## src/hdl/boardPkg.sv

```systemverilog
`default_nettype none

package boardPkg;

	// Active-low segment pattern, bit 6 is g, bit 0 is a
	typedef logic [6:0] segments_t;

	// Active-low digit enables, one per display position
	typedef logic [7:0] anodes_t;

	// One bit per game button
	typedef logic [2:0] buttons_t;

	// Slide switches on the board
	typedef logic [6:0] switches_t;

	// Tone code, zero means silence
	typedef logic [3:0] pitch_t;

	// Everything the seven-segment display needs in one cycle
	typedef struct packed {
		segments_t segments;
		anodes_t   anodes;
	} display_t;

endpackage

`default_nettype wire

```

## src/hdl/cpuPkg.sv

```systemverilog
`default_nettype none

package cpuPkg;

	// Processor datapath word
	typedef logic [31:0] word_t;

	// Architectural register number, 32 registers
	typedef logic [4:0] regIndex_t;

	// One register-file write from the CPU
	// Applied at the clock edge while enable is high
	typedef struct packed {
		logic      enable;
		regIndex_t index;
		word_t     data;
	} regWrite_t;

endpackage

`default_nettype wire

```

## src/hdl/buttonConditioner.sv

```systemverilog
`timescale 1ns/1ps
`default_nettype none

module buttonConditioner #(
	parameter int DEBOUNCE_CYCLES = 500000
) (
	input  logic               clock,
	input  logic               rstN,
	input  boardPkg::buttons_t btn,
	input  boardPkg::buttons_t jaIn,
	output boardPkg::buttons_t buttons
);
	import boardPkg::*;

	localparam int NUM_BUTTONS = $bits(buttons_t);
	localparam int COUNT_WIDTH = (DEBOUNCE_CYCLES > 1) ? $clog2(DEBOUNCE_CYCLES) : 1;

	typedef logic [COUNT_WIDTH-1:0] count_t;

	buttons_t merged;
	buttons_t syncMeta;
	buttons_t syncStable;
	count_t   stableCount [NUM_BUTTONS];

	// Header pins are crossed over on buttons 0 and 1
	assign merged[0] = btn[0] | jaIn[1];
	assign merged[1] = btn[1] | jaIn[0];
	assign merged[2] = btn[2] | jaIn[2];

	// Two-flop synchronizer for the asynchronous pins
	always_ff @(posedge clock) begin
		if (!rstN) begin
			syncMeta   <= '0;
			syncStable <= '0;
		end else begin
			syncMeta   <= merged;
			syncStable <= syncMeta;
		end
	end

	// Per-button stability counter
	// Counts cycles where the input disagrees with the output
	always_ff @(posedge clock) begin
		if (!rstN) begin
			buttons <= '0;
			for (int i = 0; i < NUM_BUTTONS; i++) begin
				stableCount[i] <= '0;
			end
		end else begin
			for (int i = 0; i < NUM_BUTTONS; i++) begin
				if (syncStable[i] == buttons[i]) begin
					// Any agreement restarts the window
					stableCount[i] <= '0;
				end else if (stableCount[i] == count_t'(DEBOUNCE_CYCLES - 1)) begin
					// Held long enough, accept the new level
					buttons[i]     <= syncStable[i];
					stableCount[i] <= '0;
				end else begin
					stableCount[i] <= stableCount[i] + count_t'(1);
				end
			end
		end
	end

endmodule

`default_nettype wire

```

## src/hdl/pinballBoard.sv

```systemverilog
`timescale 1ns/1ps
`default_nettype none

module pinballBoard #(
	parameter int DEBOUNCE_CYCLES  = 500000,
	parameter int SCAN_CYCLES      = 50000,
	parameter int TONE_BASE_CYCLES = 2000
) (
	input  logic                clock,
	input  logic                rstN,

	// Board pins
	input  boardPkg::switches_t sw,
	input  boardPkg::buttons_t  btn,
	input  boardPkg::buttons_t  jaIn,
	output boardPkg::display_t  display,
	output logic [2:0]          led,
	output logic [2:0]          jaOut,
	output logic                audioPwm,
	output logic                audioEn,

	// CPU side
	input  cpuPkg::regWrite_t   regWrite,
	input  cpuPkg::regIndex_t   readIndexA,
	input  cpuPkg::regIndex_t   readIndexB,
	output cpuPkg::word_t       readDataA,
	output cpuPkg::word_t       readDataB,
	input  boardPkg::display_t  cpuDisplay,
	output boardPkg::buttons_t  buttons
);
	import cpuPkg::*;
	import boardPkg::*;

	// Register view for the switch-selected display
	regIndex_t  debugIndex;
	word_t      debugWord;

	// Register taps
	logic [2:0] ledTap;
	pitch_t     pitchTap;

	// Amplifier on whenever the board is out of reset
	assign audioEn = rstN;

	// LEDs mirrored on the header, bits 0 and 1 swapped
	assign led      = ledTap;
	assign jaOut[0] = led[1];
	assign jaOut[1] = led[0];
	assign jaOut[2] = led[2];

	// Buttons and header inputs into the CPU
	buttonConditioner #(
		.DEBOUNCE_CYCLES(DEBOUNCE_CYCLES)
	) u_buttonConditioner (
		.clock  (clock),
		.rstN   (rstN),
		.btn    (btn),
		.jaIn   (jaIn),
		.buttons(buttons)
	);

	// Architectural registers
	regFile u_regFile (
		.clock     (clock),
		.rstN      (rstN),
		.regWrite  (regWrite),
		.readIndexA(readIndexA),
		.readIndexB(readIndexB),
		.readDataA (readDataA),
		.readDataB (readDataB),
		.debugIndex(debugIndex),
		.debugWord (debugWord),
		.ledTap    (ledTap),
		.pitchTap  (pitchTap)
	);

	// Seven-segment display, CPU pattern or register dump
	segmentScanner #(
		.SCAN_CYCLES(SCAN_CYCLES)
	) u_segmentScanner (
		.clock     (clock),
		.rstN      (rstN),
		.sw        (sw),
		.cpuDisplay(cpuDisplay),
		.debugIndex(debugIndex),
		.debugWord (debugWord),
		.display   (display)
	);

	// Sound from r1
	toneGenerator #(
		.TONE_BASE_CYCLES(TONE_BASE_CYCLES)
	) u_toneGenerator (
		.clock   (clock),
		.rstN    (rstN),
		.pitch   (pitchTap),
		.audioPwm(audioPwm)
	);

endmodule

`default_nettype wire

```

## src/hdl/regFile.sv

```systemverilog
`timescale 1ns/1ps
`default_nettype none

module regFile (
	input  logic              clock,
	input  logic              rstN,
	input  cpuPkg::regWrite_t regWrite,
	input  cpuPkg::regIndex_t readIndexA,
	input  cpuPkg::regIndex_t readIndexB,
	output cpuPkg::word_t     readDataA,
	output cpuPkg::word_t     readDataB,
	input  cpuPkg::regIndex_t debugIndex,
	output cpuPkg::word_t     debugWord,
	output logic [2:0]        ledTap,
	output boardPkg::pitch_t  pitchTap
);
	import cpuPkg::*;

	localparam int REG_COUNT = 2 ** $bits(regIndex_t);

	// Game software keeps LED state in r22 and the tone code in r1
	localparam int LED_REG   = 22;
	localparam int PITCH_REG = 1;

	// No storage behind register zero
	word_t regs [1:REG_COUNT-1];

	always_ff @(posedge clock) begin
		if (!rstN) begin
			for (int i = 1; i < REG_COUNT; i++) begin
				regs[i] <= '0;
			end
		end else if (regWrite.enable && regWrite.index != '0) begin
			regs[regWrite.index] <= regWrite.data;
		end
	end

	// Zero register reads as constant zero
	function automatic word_t readReg(input regIndex_t index);
		word_t value;
		if (index == '0) begin
			value = '0;
		end else begin
			value = regs[index];
		end
		return value;
	endfunction

	// Three independent combinational read ports
	always_comb begin
		readDataA = readReg(readIndexA);
		readDataB = readReg(readIndexB);
		debugWord = readReg(debugIndex);
	end

	// Fixed taps for the board outputs
	assign ledTap   = regs[LED_REG][$bits(ledTap)-1:0];
	assign pitchTap = regs[PITCH_REG][$bits(pitchTap)-1:0];

endmodule

`default_nettype wire

```

## src/hdl/segmentScanner.sv

```systemverilog
`timescale 1ns/1ps
`default_nettype none

module segmentScanner #(
	parameter int SCAN_CYCLES = 50000
) (
	input  logic                clock,
	input  logic                rstN,
	input  boardPkg::switches_t sw,
	input  boardPkg::display_t  cpuDisplay,
	output cpuPkg::regIndex_t   debugIndex,
	input  cpuPkg::word_t       debugWord,
	output boardPkg::display_t  display
);
	import boardPkg::*;
	import cpuPkg::*;

	localparam int PRESCALE_WIDTH = (SCAN_CYCLES > 1) ? $clog2(SCAN_CYCLES) : 1;
	localparam int NUM_DIGITS     = $bits(anodes_t);
	localparam int DIGIT_WIDTH    = $clog2(NUM_DIGITS);

	logic [PRESCALE_WIDTH-1:0] prescaleCount;
	logic [DIGIT_WIDTH-1:0]    digit;
	logic [3:0]                nibble;
	logic                      debugMode;
	segments_t                 hexSegments;
	anodes_t                   digitAnodes;

	// Any switch on selects the register view
	assign debugMode  = (sw != '0);
	assign debugIndex = sw[$bits(regIndex_t)-1:0];

	// Hex digit to active-low segments, g down to a
	function automatic segments_t hexDecode(input logic [3:0] value);
		segments_t pattern;
		case (value)
			4'h0:    pattern = 7'b1000000;
			4'h1:    pattern = 7'b1111001;
			4'h2:    pattern = 7'b0100100;
			4'h3:    pattern = 7'b0110000;
			4'h4:    pattern = 7'b0011001;
			4'h5:    pattern = 7'b0010010;
			4'h6:    pattern = 7'b0000010;
			4'h7:    pattern = 7'b1111000;
			4'h8:    pattern = 7'b0000000;
			4'h9:    pattern = 7'b0010000;
			4'hA:    pattern = 7'b0001000;
			4'hB:    pattern = 7'b0000011;
			4'hC:    pattern = 7'b1000110;
			4'hD:    pattern = 7'b0100001;
			4'hE:    pattern = 7'b0000110;
			default: pattern = 7'b0001110;
		endcase
		return pattern;
	endfunction

	// Prescaler and digit counter
	// Each digit stays lit for SCAN_CYCLES cycles
	always_ff @(posedge clock) begin
		if (!rstN) begin
			prescaleCount <= '0;
			digit         <= '0;
		end else if (prescaleCount == PRESCALE_WIDTH'(SCAN_CYCLES - 1)) begin
			prescaleCount <= '0;
			digit         <= digit + DIGIT_WIDTH'(1);
		end else begin
			prescaleCount <= prescaleCount + PRESCALE_WIDTH'(1);
		end
	end

	// Digit 0 shows the least significant nibble
	assign nibble      = debugWord[digit*4 +: 4];
	assign hexSegments = hexDecode(nibble);
	assign digitAnodes = ~(anodes_t'(1) << digit);

	// Registered output, blank out of reset
	always_ff @(posedge clock) begin
		if (!rstN) begin
			display <= '1;
		end else if (debugMode) begin
			display.segments <= hexSegments;
			display.anodes   <= digitAnodes;
		end else begin
			// CPU pattern passes straight through
			display <= cpuDisplay;
		end
	end

endmodule

`default_nettype wire

```

## src/hdl/toneGenerator.sv

```systemverilog
`timescale 1ns/1ps
`default_nettype none

module toneGenerator #(
	parameter int TONE_BASE_CYCLES = 2000
) (
	input  logic             clock,
	input  logic             rstN,
	input  boardPkg::pitch_t pitch,
	output logic             audioPwm
);
	import boardPkg::*;

	localparam int PITCH_STEPS = 2 ** $bits(pitch_t);
	localparam int LIMIT_WIDTH = $clog2(TONE_BASE_CYCLES * PITCH_STEPS);

	typedef logic [LIMIT_WIDTH-1:0] halfPeriod_t;

	pitch_t      lastPitch;
	halfPeriod_t halfPeriod;
	halfPeriod_t toneCount;
	logic        pitchChanged;

	// Higher code, shorter half-period
	assign halfPeriod   = halfPeriod_t'(TONE_BASE_CYCLES * (PITCH_STEPS - int'(pitch)));
	assign pitchChanged = (pitch != lastPitch);

	always_ff @(posedge clock) begin
		if (!rstN) begin
			lastPitch <= '0;
			toneCount <= '0;
			audioPwm  <= 1'b0;
		end else begin
			lastPitch <= pitch;
			if (pitch == '0) begin
				// Silence
				toneCount <= '0;
				audioPwm  <= 1'b0;
			end else if (pitchChanged) begin
				// New note starts a fresh half-period
				toneCount <= '0;
			end else if (toneCount == halfPeriod - halfPeriod_t'(1)) begin
				toneCount <= '0;
				audioPwm  <= ~audioPwm;
			end else begin
				toneCount <= toneCount + halfPeriod_t'(1);
			end
		end
	end

endmodule

`default_nettype wire

```

## config.mk

```make
export PLATFORM = sky130hd
export DESIGN_NAME = pinballBoard
export DESIGN_NICKNAME = d
export VERILOG_FILES = /design/src/hdl/boardPkg.sv /design/src/hdl/cpuPkg.sv /design/src/hdl/buttonConditioner.sv /design/src/hdl/pinballBoard.sv /design/src/hdl/regFile.sv /design/src/hdl/segmentScanner.sv /design/src/hdl/toneGenerator.sv
export SDC_FILE = /design/constraint.sdc
export NUM_CORES = 2
export LEC_CHECK = 0
export BUFFER_PORTS_ARGS = -buffer_cell sky130_fd_sc_hd__buf_2
export CELL_PAD_IN_SITES_DETAIL_PLACEMENT = 0
export CELL_PAD_IN_SITES_GLOBAL_PLACEMENT = 1
export CORE_MARGIN = 2
export CORE_UTILIZATION = 35
export DETAILED_ROUTE_END_ITERATION = 7
export PLACE_DENSITY = 0.66
export SYNTH_ARGS = -nofsm -noshare
export SYNTH_HDL_FRONTEND = slang
export SYNTH_SLANG_ARGS = --single-unit
```

## constraint.sdc

```tcl
create_clock -name clock -period 12.5 [get_ports clock]
set_input_delay 0 -clock clock [delete_from_list [all_inputs] [get_ports clock]]
set_output_delay 0 -clock clock [all_outputs]
set_load 0.05 [all_outputs]
```

# Word level (Yosys, flattened, before mapping)
# Memory sizes are Yosys's and may differ from the RTL's.
# Cells that the tools add are included.
# totals
reg_bits,63
mem_bits_rw,1049
rom_bits,112
inputBits,78
out_inout_bits,90
wordCells,122
n_memories,3
# mem_list
memory,depth,word_bits,read_ports,rd_ports_with_merged_regs,wr,line_no,rtl
u_regFile.regs,31,32,5,0,31,regFile.sv:26,word_t regs [1:REG_COUNT-1];
(name not given),16,7,1,0,0,segmentScanner.sv:36,case (value)
u_buttonConditioner.stableCount,3,19,3,0,3,buttonConditioner.sv:23,count_t stableCount [NUM_BUTTONS];
# op_classes
n_addsub,8
multipliers,1
n_eq_ne,9
shifts,2
n_mux,53
n_bitwise,19
reduce_logical,15
# op_table
op,n
two-way mux 19 bit,9
two-way mux 32 bit,4
"adder 19 x 1 -> 19 bit, second input constant",3
"equality test 19 bit, second input constant",3
two-way mux 1 bit,38
"multiplier 8 x 32 -> 11 bit, first input constant",1
OR reduction 32 bit,1
variable part select 32 x 6 -> 4 bit,1
"adder 16 x 1 -> 16 bit, second input constant",1
"equality test 16 bit, second input constant",1
"adder 15 x 1 -> 15 bit, second input constant",1
equality test 15 bit,1
zero test 5 bit,3
two-way mux 15 bit,1
"subtractor 15 x 1 -> 15 bit, second input constant",1
bitwise OR 1 bit,12
NOT 8 bit,1
AND reduction 2 bit,4
"left shift 1 x 3 -> 8 bit, first input constant",1
nonzero test 7 bit,1
NOT 1 bit,6
"subtractor 5 x 4 -> 6 bit, first input constant",1
two-way mux 5 bit,1
nonzero test 5 bit,1
other kinds (7),10

# Logic depth before layout (Yosys ltp)
# An unclocked memory read counts as a cell.
# depth
ltp_word,8
depth_mapped,22
depth_no_buf,20

# Hierarchy
# A second synthesis with hierarchy kept.
# hier_totals
cells_unflattened,5081
area_unflattened_um2,69902.0
# modules_own_cells
module,n_inst,cells_each,area_each_um2,seq_area_each_um2
regFile,1,4337,62662.6,30749.5
buttonConditioner,1,333,3460.8,1891.8
segmentScanner,1,209,1956.9,680.7
toneGenerator,1,198,1791.7,400.4
pinballBoard,1,4,30.0,0.0

# Worst setup path after synthesis
# Ideal clock, no wire load.
# synth_path
path_type,flip-flop to flip-flop
startpoint,memory u_regFile.regs[1][0] in the netlist's numbering
endpoint,register u_toneGenerator.toneCount[10]
setup_time_ns,0.128
t_arrival_ns,5.230
required_ns,12.372
setup_slack_ns,7.142
path_stages_with_launch,22
n_path_buf,2
synth_period_minus_slack_ns,5.358
path_cell_list,edfxtp_1 -> buf_2 -> inv_1 -> ha_1 -> xor2_1 -> inv_1 -> ha_1 -> xor2_1 -> ha_1 -> fa_1 -> ha_1 -> fa_1 -> a21o_1 -> a21oi_1 -> o21bai_1 -> a21oi_1 -> xor3_1 -> a32o_1 -> a21oi_1 -> o31ai_1 -> clkbuf_1 -> nor2_1
# synth_lines
element,line_no,rtl
from (decl),regFile.sv:26,
to (signal assigned),toneGenerator.sv:46,toneCount <= toneCount + halfPeriod_t'(1);
to (decl),toneGenerator.sv:21,halfPeriod_t toneCount;

# Worst setup path after layout
# layout_path
startpoint,register u_segmentScanner.digit[1]
endpoint,"register, netlist name u_segmentScanner.display[14]"
# layout_via
elab_chain_len,3
# layout_lines
element,line_no,rtl
from (decl),segmentScanner.sv:23,logic [DIGIT_WIDTH-1:0] digit;
from (signal assigned),segmentScanner.sv:65,digit <= digit + DIGIT_WIDTH'(1);
variable part select 32 x 6 -> 4 bit,segmentScanner.sv:72,assign nibble = debugWord[digit*4 +: 4];
memory (16 x 7 bit),-,
two-way mux 15 bit,segmentScanner.sv:80,end else if (debugMode) begin
# No other way between the ends.
# A chain may end at the register's enable or synchronous reset.

==> impl_results.md <==
- Setup_tns: 0 ns
- Max clock buf depth: 3
- I/O pins: 168
- Number of antenna violations at the first check in global routing: 30
- Crit. End Element: flop
- FP Rows: roughly 160
- Synth Cell Area: 0.0695 mm^2
- DR DRC count: 0
- Clock Tree Root: clkbuf_16
- Vias per cell: approximately 6.2
- Yosys reg bits: 1,144
- Hold slack: around 0.062 ns
- Critical path type: reg2reg
- Seq/Total Area, Yosys: between 40% and 50%
- Post-CTS Setup Bufs: 0
- R2R depth: 14
- Async S/R FF share, synth: 0%
- Clock transition at path regs: 0.06 ns
- Number of synthesized flops with an enable pin: 1,081
- Synth Area in XOR/XNOR: under 10%
- Area delta synth->final: 13.3%
- Maximum clock rate: 0.148 GHz
- Post-route ant nets: 0
- Starting DRT DRC Count: roughly 6,700
- Post-DP HPWL: roughly 160,000 um
- Final total power: around 10 mW
- Routed vias: 47,200
- Overall overflow remaining after global route: 0
- Status: finished, final reports clean
- Post-synthesis cell type count: 70
- Min Clock Period, post-route: 6.75 ns
- Yosys warning count: 0
- Reg2reg setup slack: approximately 5.8 ns
- Layout cells sized above 1: roughly 29%
- Fin. Hold Viols: 0
- Fin. max-slew vios: 0
- Register area: 0.0337 mm^2
- Wire length per cell: roughly 36 um
- Final Cycle Share: a little over half
- Mux share of post-synthesis cell area: a little under a third
- Drt first pass iters: 5
- Fin area: between 0.07 and 0.08 mm^2
- Commonest non-fill, non-tap cells in the layout: 1,081 x edfxtp_1, 1,004 x and2_1, 839 x mux4_2, 205 x mux2i_1, 195 x nor2_1
- Crit path required time: approximately 13 ns
- Min-Delay Path Class: in2reg
- FF-to-FF End: u_segmentScanner.display[14]
- Worst slew pin tran: roughly 1.2 ns
- Synth Area in Adders: less than 1%
- Hold path depth: 5
- Die width: roughly 450 um
- Static leakage: 26.8 nW
- PD cells: about 130 mW/mm^2
- CP Launch Type: flop
- Routed WL: 274,000 um
- CTS Sinks: 1,144
- Max-cap violations: 0
- Vert. Die Dim: about 450 um
- Unrepaired setup endpoints after global routing: no
- Crit path capture: u_segmentScanner.display[14]
- Multi-input combinational cell area: around 0.034 mm^2
- Post-synthesis simple-gate area fraction: 12.6%
- First-pass GRT wire length: ~380,000 um
- Origin of the critical flop-to-flop path: u_segmentScanner.digit[1]
- # H-tree levels: 4
- Commonest non-fill, non-tap cell in the layout: edfxtp_1
- Synth Flop Type: edfxtp_1
- Post-Syn Instances: 4,716
- Final net count: 4,975
- Critical-path maximum fanout: 16
- Largest net degree at the start of global routing: around 130
- Largest family of logic cells by synthesized area: multiplexers
- Clock skew: about 0.028 ns
- Synth Area in Compound Gates: under 10%
- CP arrival: 7.42 ns
- Die area: a little over 0.2 mm^2
- Worst-skew pair later-pin latency: 0.80 ns
- Core Footprint: between 0.15 and 0.2 mm^2
- CTS tree: yes
- Placer Congestion: about 0.85
- Num CTS Buffers: 134
- Crit path from: u_segmentScanner.digit[1]
- Buffers on Ports: ~170
- Avg Inst Size Synth: roughly 15 um^2
- Vias in the first global route: 46,400
- Starting density of the core: approximately a third
- Relative slew slack: 17.3%
- GRT Overall Usage: 26.8%
- Finish-stage setup viols: 0
- Fill cell count: roughly 18,000
- VDD IR-drop max: ~150 uV
- Area after DPL: 0.0736 mm^2
## stage by stage
| step | instances | setup WS [ns] | utilization (%) |
|---|---|---|---|
| after CTS | 7590 | 6.27 | 39.9 |
| after global placement | 7259 | 6.85 | 37.3 |
| after detailed placement | 7259 | 6.83 | 37.3 |
| after floorplan | 4803 | 7.14 | - |
| final | 7612 | 5.75 | 39.9 |
| after global routing | 7593 | 5.78 | 39.9 |
## worst min-delay path by stage
stage | from | end | slack, ns
3_5_place_dp | btn[2] | u_buttonConditioner.syncMeta[2] | 0.22
6_report | regWrite[33] | u_regFile.regs[26][0] | 0.06
3_3_place_gp | btn[0] | u_buttonConditioner.syncMeta[0] | 0.21
4_1_cts | sw[6] | u_segmentScanner.display[13] | 0.002
5_1_grt | regWrite[33] | u_regFile.regs[26][0] | 0.10
2_1_floorplan | regWrite[0] | u_regFile.regs[0][0] | 0.1
## cells in the mapped netlist (7+ instances only)
cell,count,area share [%]
nand2b_1,7,0.063
and2_1,1004,9.0
or3_1,11,0.099
o21ai_0,56,0.40
a21oi_1,45,0.32
buf_4,21,0.23
nand2_1,117,0.63
and3_1,23,0.21
inv_1,44,0.24
o221ai_1,60,0.76
mux4_2,839,27
xnor2_1,48,0.61
nor2b_1,9,0.081
buf_2,19,0.14
dfxtp_1,63,1.8
xor2_1,52,0.66
clkbuf_1,354,1.9
mux2i_1,205,3.0
nand3_1,72,0.52
a22oi_1,8,0.086
o21ai_1,7,0.050
nor4b_1,10,0.13
buf_6,17,0.28
buf_1,67,0.36
edfxtp_1,1081,47
nor4_1,8,0.072
ha_1,40,0.72
nor3_1,25,0.18
o22ai_1,35,0.32
nor2_1,228,1.2
mux2_2,25,0.41
nand4_1,13,0.12
## routing by layer
metal	share of wire [%]	global-route usage (%)	vias up	routed length, um
met5	0.016	0	-	43
met4	5.5	13.5	6	15000
met3	11	6.09	709	29400
met2	47	42.7	3255	128000
met1	37	34.4	24600	102000
li1	-	-	18600	-
## what timing repair did
action / 4_1_cts / 5_1_grt
hold buffers: 96 / 0
hold endpoints to repair: 1046 / 0
gates resized for setup: 0 / 0
## cell type report
class | count | area share, %
Multi-Input combinational cell | 3128 | 43.7
Tap cell | 2640 | 4.20
Antenna cell | 22 | 0.0699
Inverter | 49 | 0.234
Sequential cell | 1144 | 42.8
Timing Repair Buffer | 394 | 3.71
Clock inverter | 57 | 0.599
Clock buffer | 178 | 4.64
## report_power, final
part	switching (mW)	internal (mW)	leakage, nW
clock network	1.66	2.19	2.02
logic	1.11	0.753	14.0
registers	0.151	4.40	10.9
total	2.92	7.35	26.8
## kinds of logic after synthesis
kind of cell	after synthesis
xor+xnor	104
simple gates	1545
flops	1144
fa+ha+maj	46
other cells	2
buf+inv	531
mux	1069
compound gates	275
## critical path, cell delays in order, from the launching register on
cell           delay [ns]
dfxtp_1              0.30
buf_4                0.34
clkinv_1             1.02
nor2_1               1.33
nor4b_1              1.01
a22oi_1              0.16
o311ai_0             0.31
buf_4                0.32
or2_2                0.21
nand2_1              0.15
ha_1                 0.28
mux2_2               0.26
a211oi_1             0.24
a31oi_1              0.06
dlygate4sd3_1        0.59
## sequential cells by signal, indices dropped and copies added (netlist names)
| signal | count |
|---|---|
| u_toneGenerator.toneCount | 15 |
| u_segmentScanner.digit | 3 |
| u_toneGenerator.lastPitch | 4 |
| u_segmentScanner.display | 15 |
| u_buttonConditioner.syncStable | 3 |
| u_buttonConditioner.stableCount | 57 |
| u_buttonConditioner.buttons | 3 |
| u_regFile.regs | 1024 |
| u_toneGenerator.audioPwm | 1 |
| u_segmentScanner.prescaleCount | 16 |
| u_buttonConditioner.syncMeta | 3 |
Power figures use the tool's default switching activity.
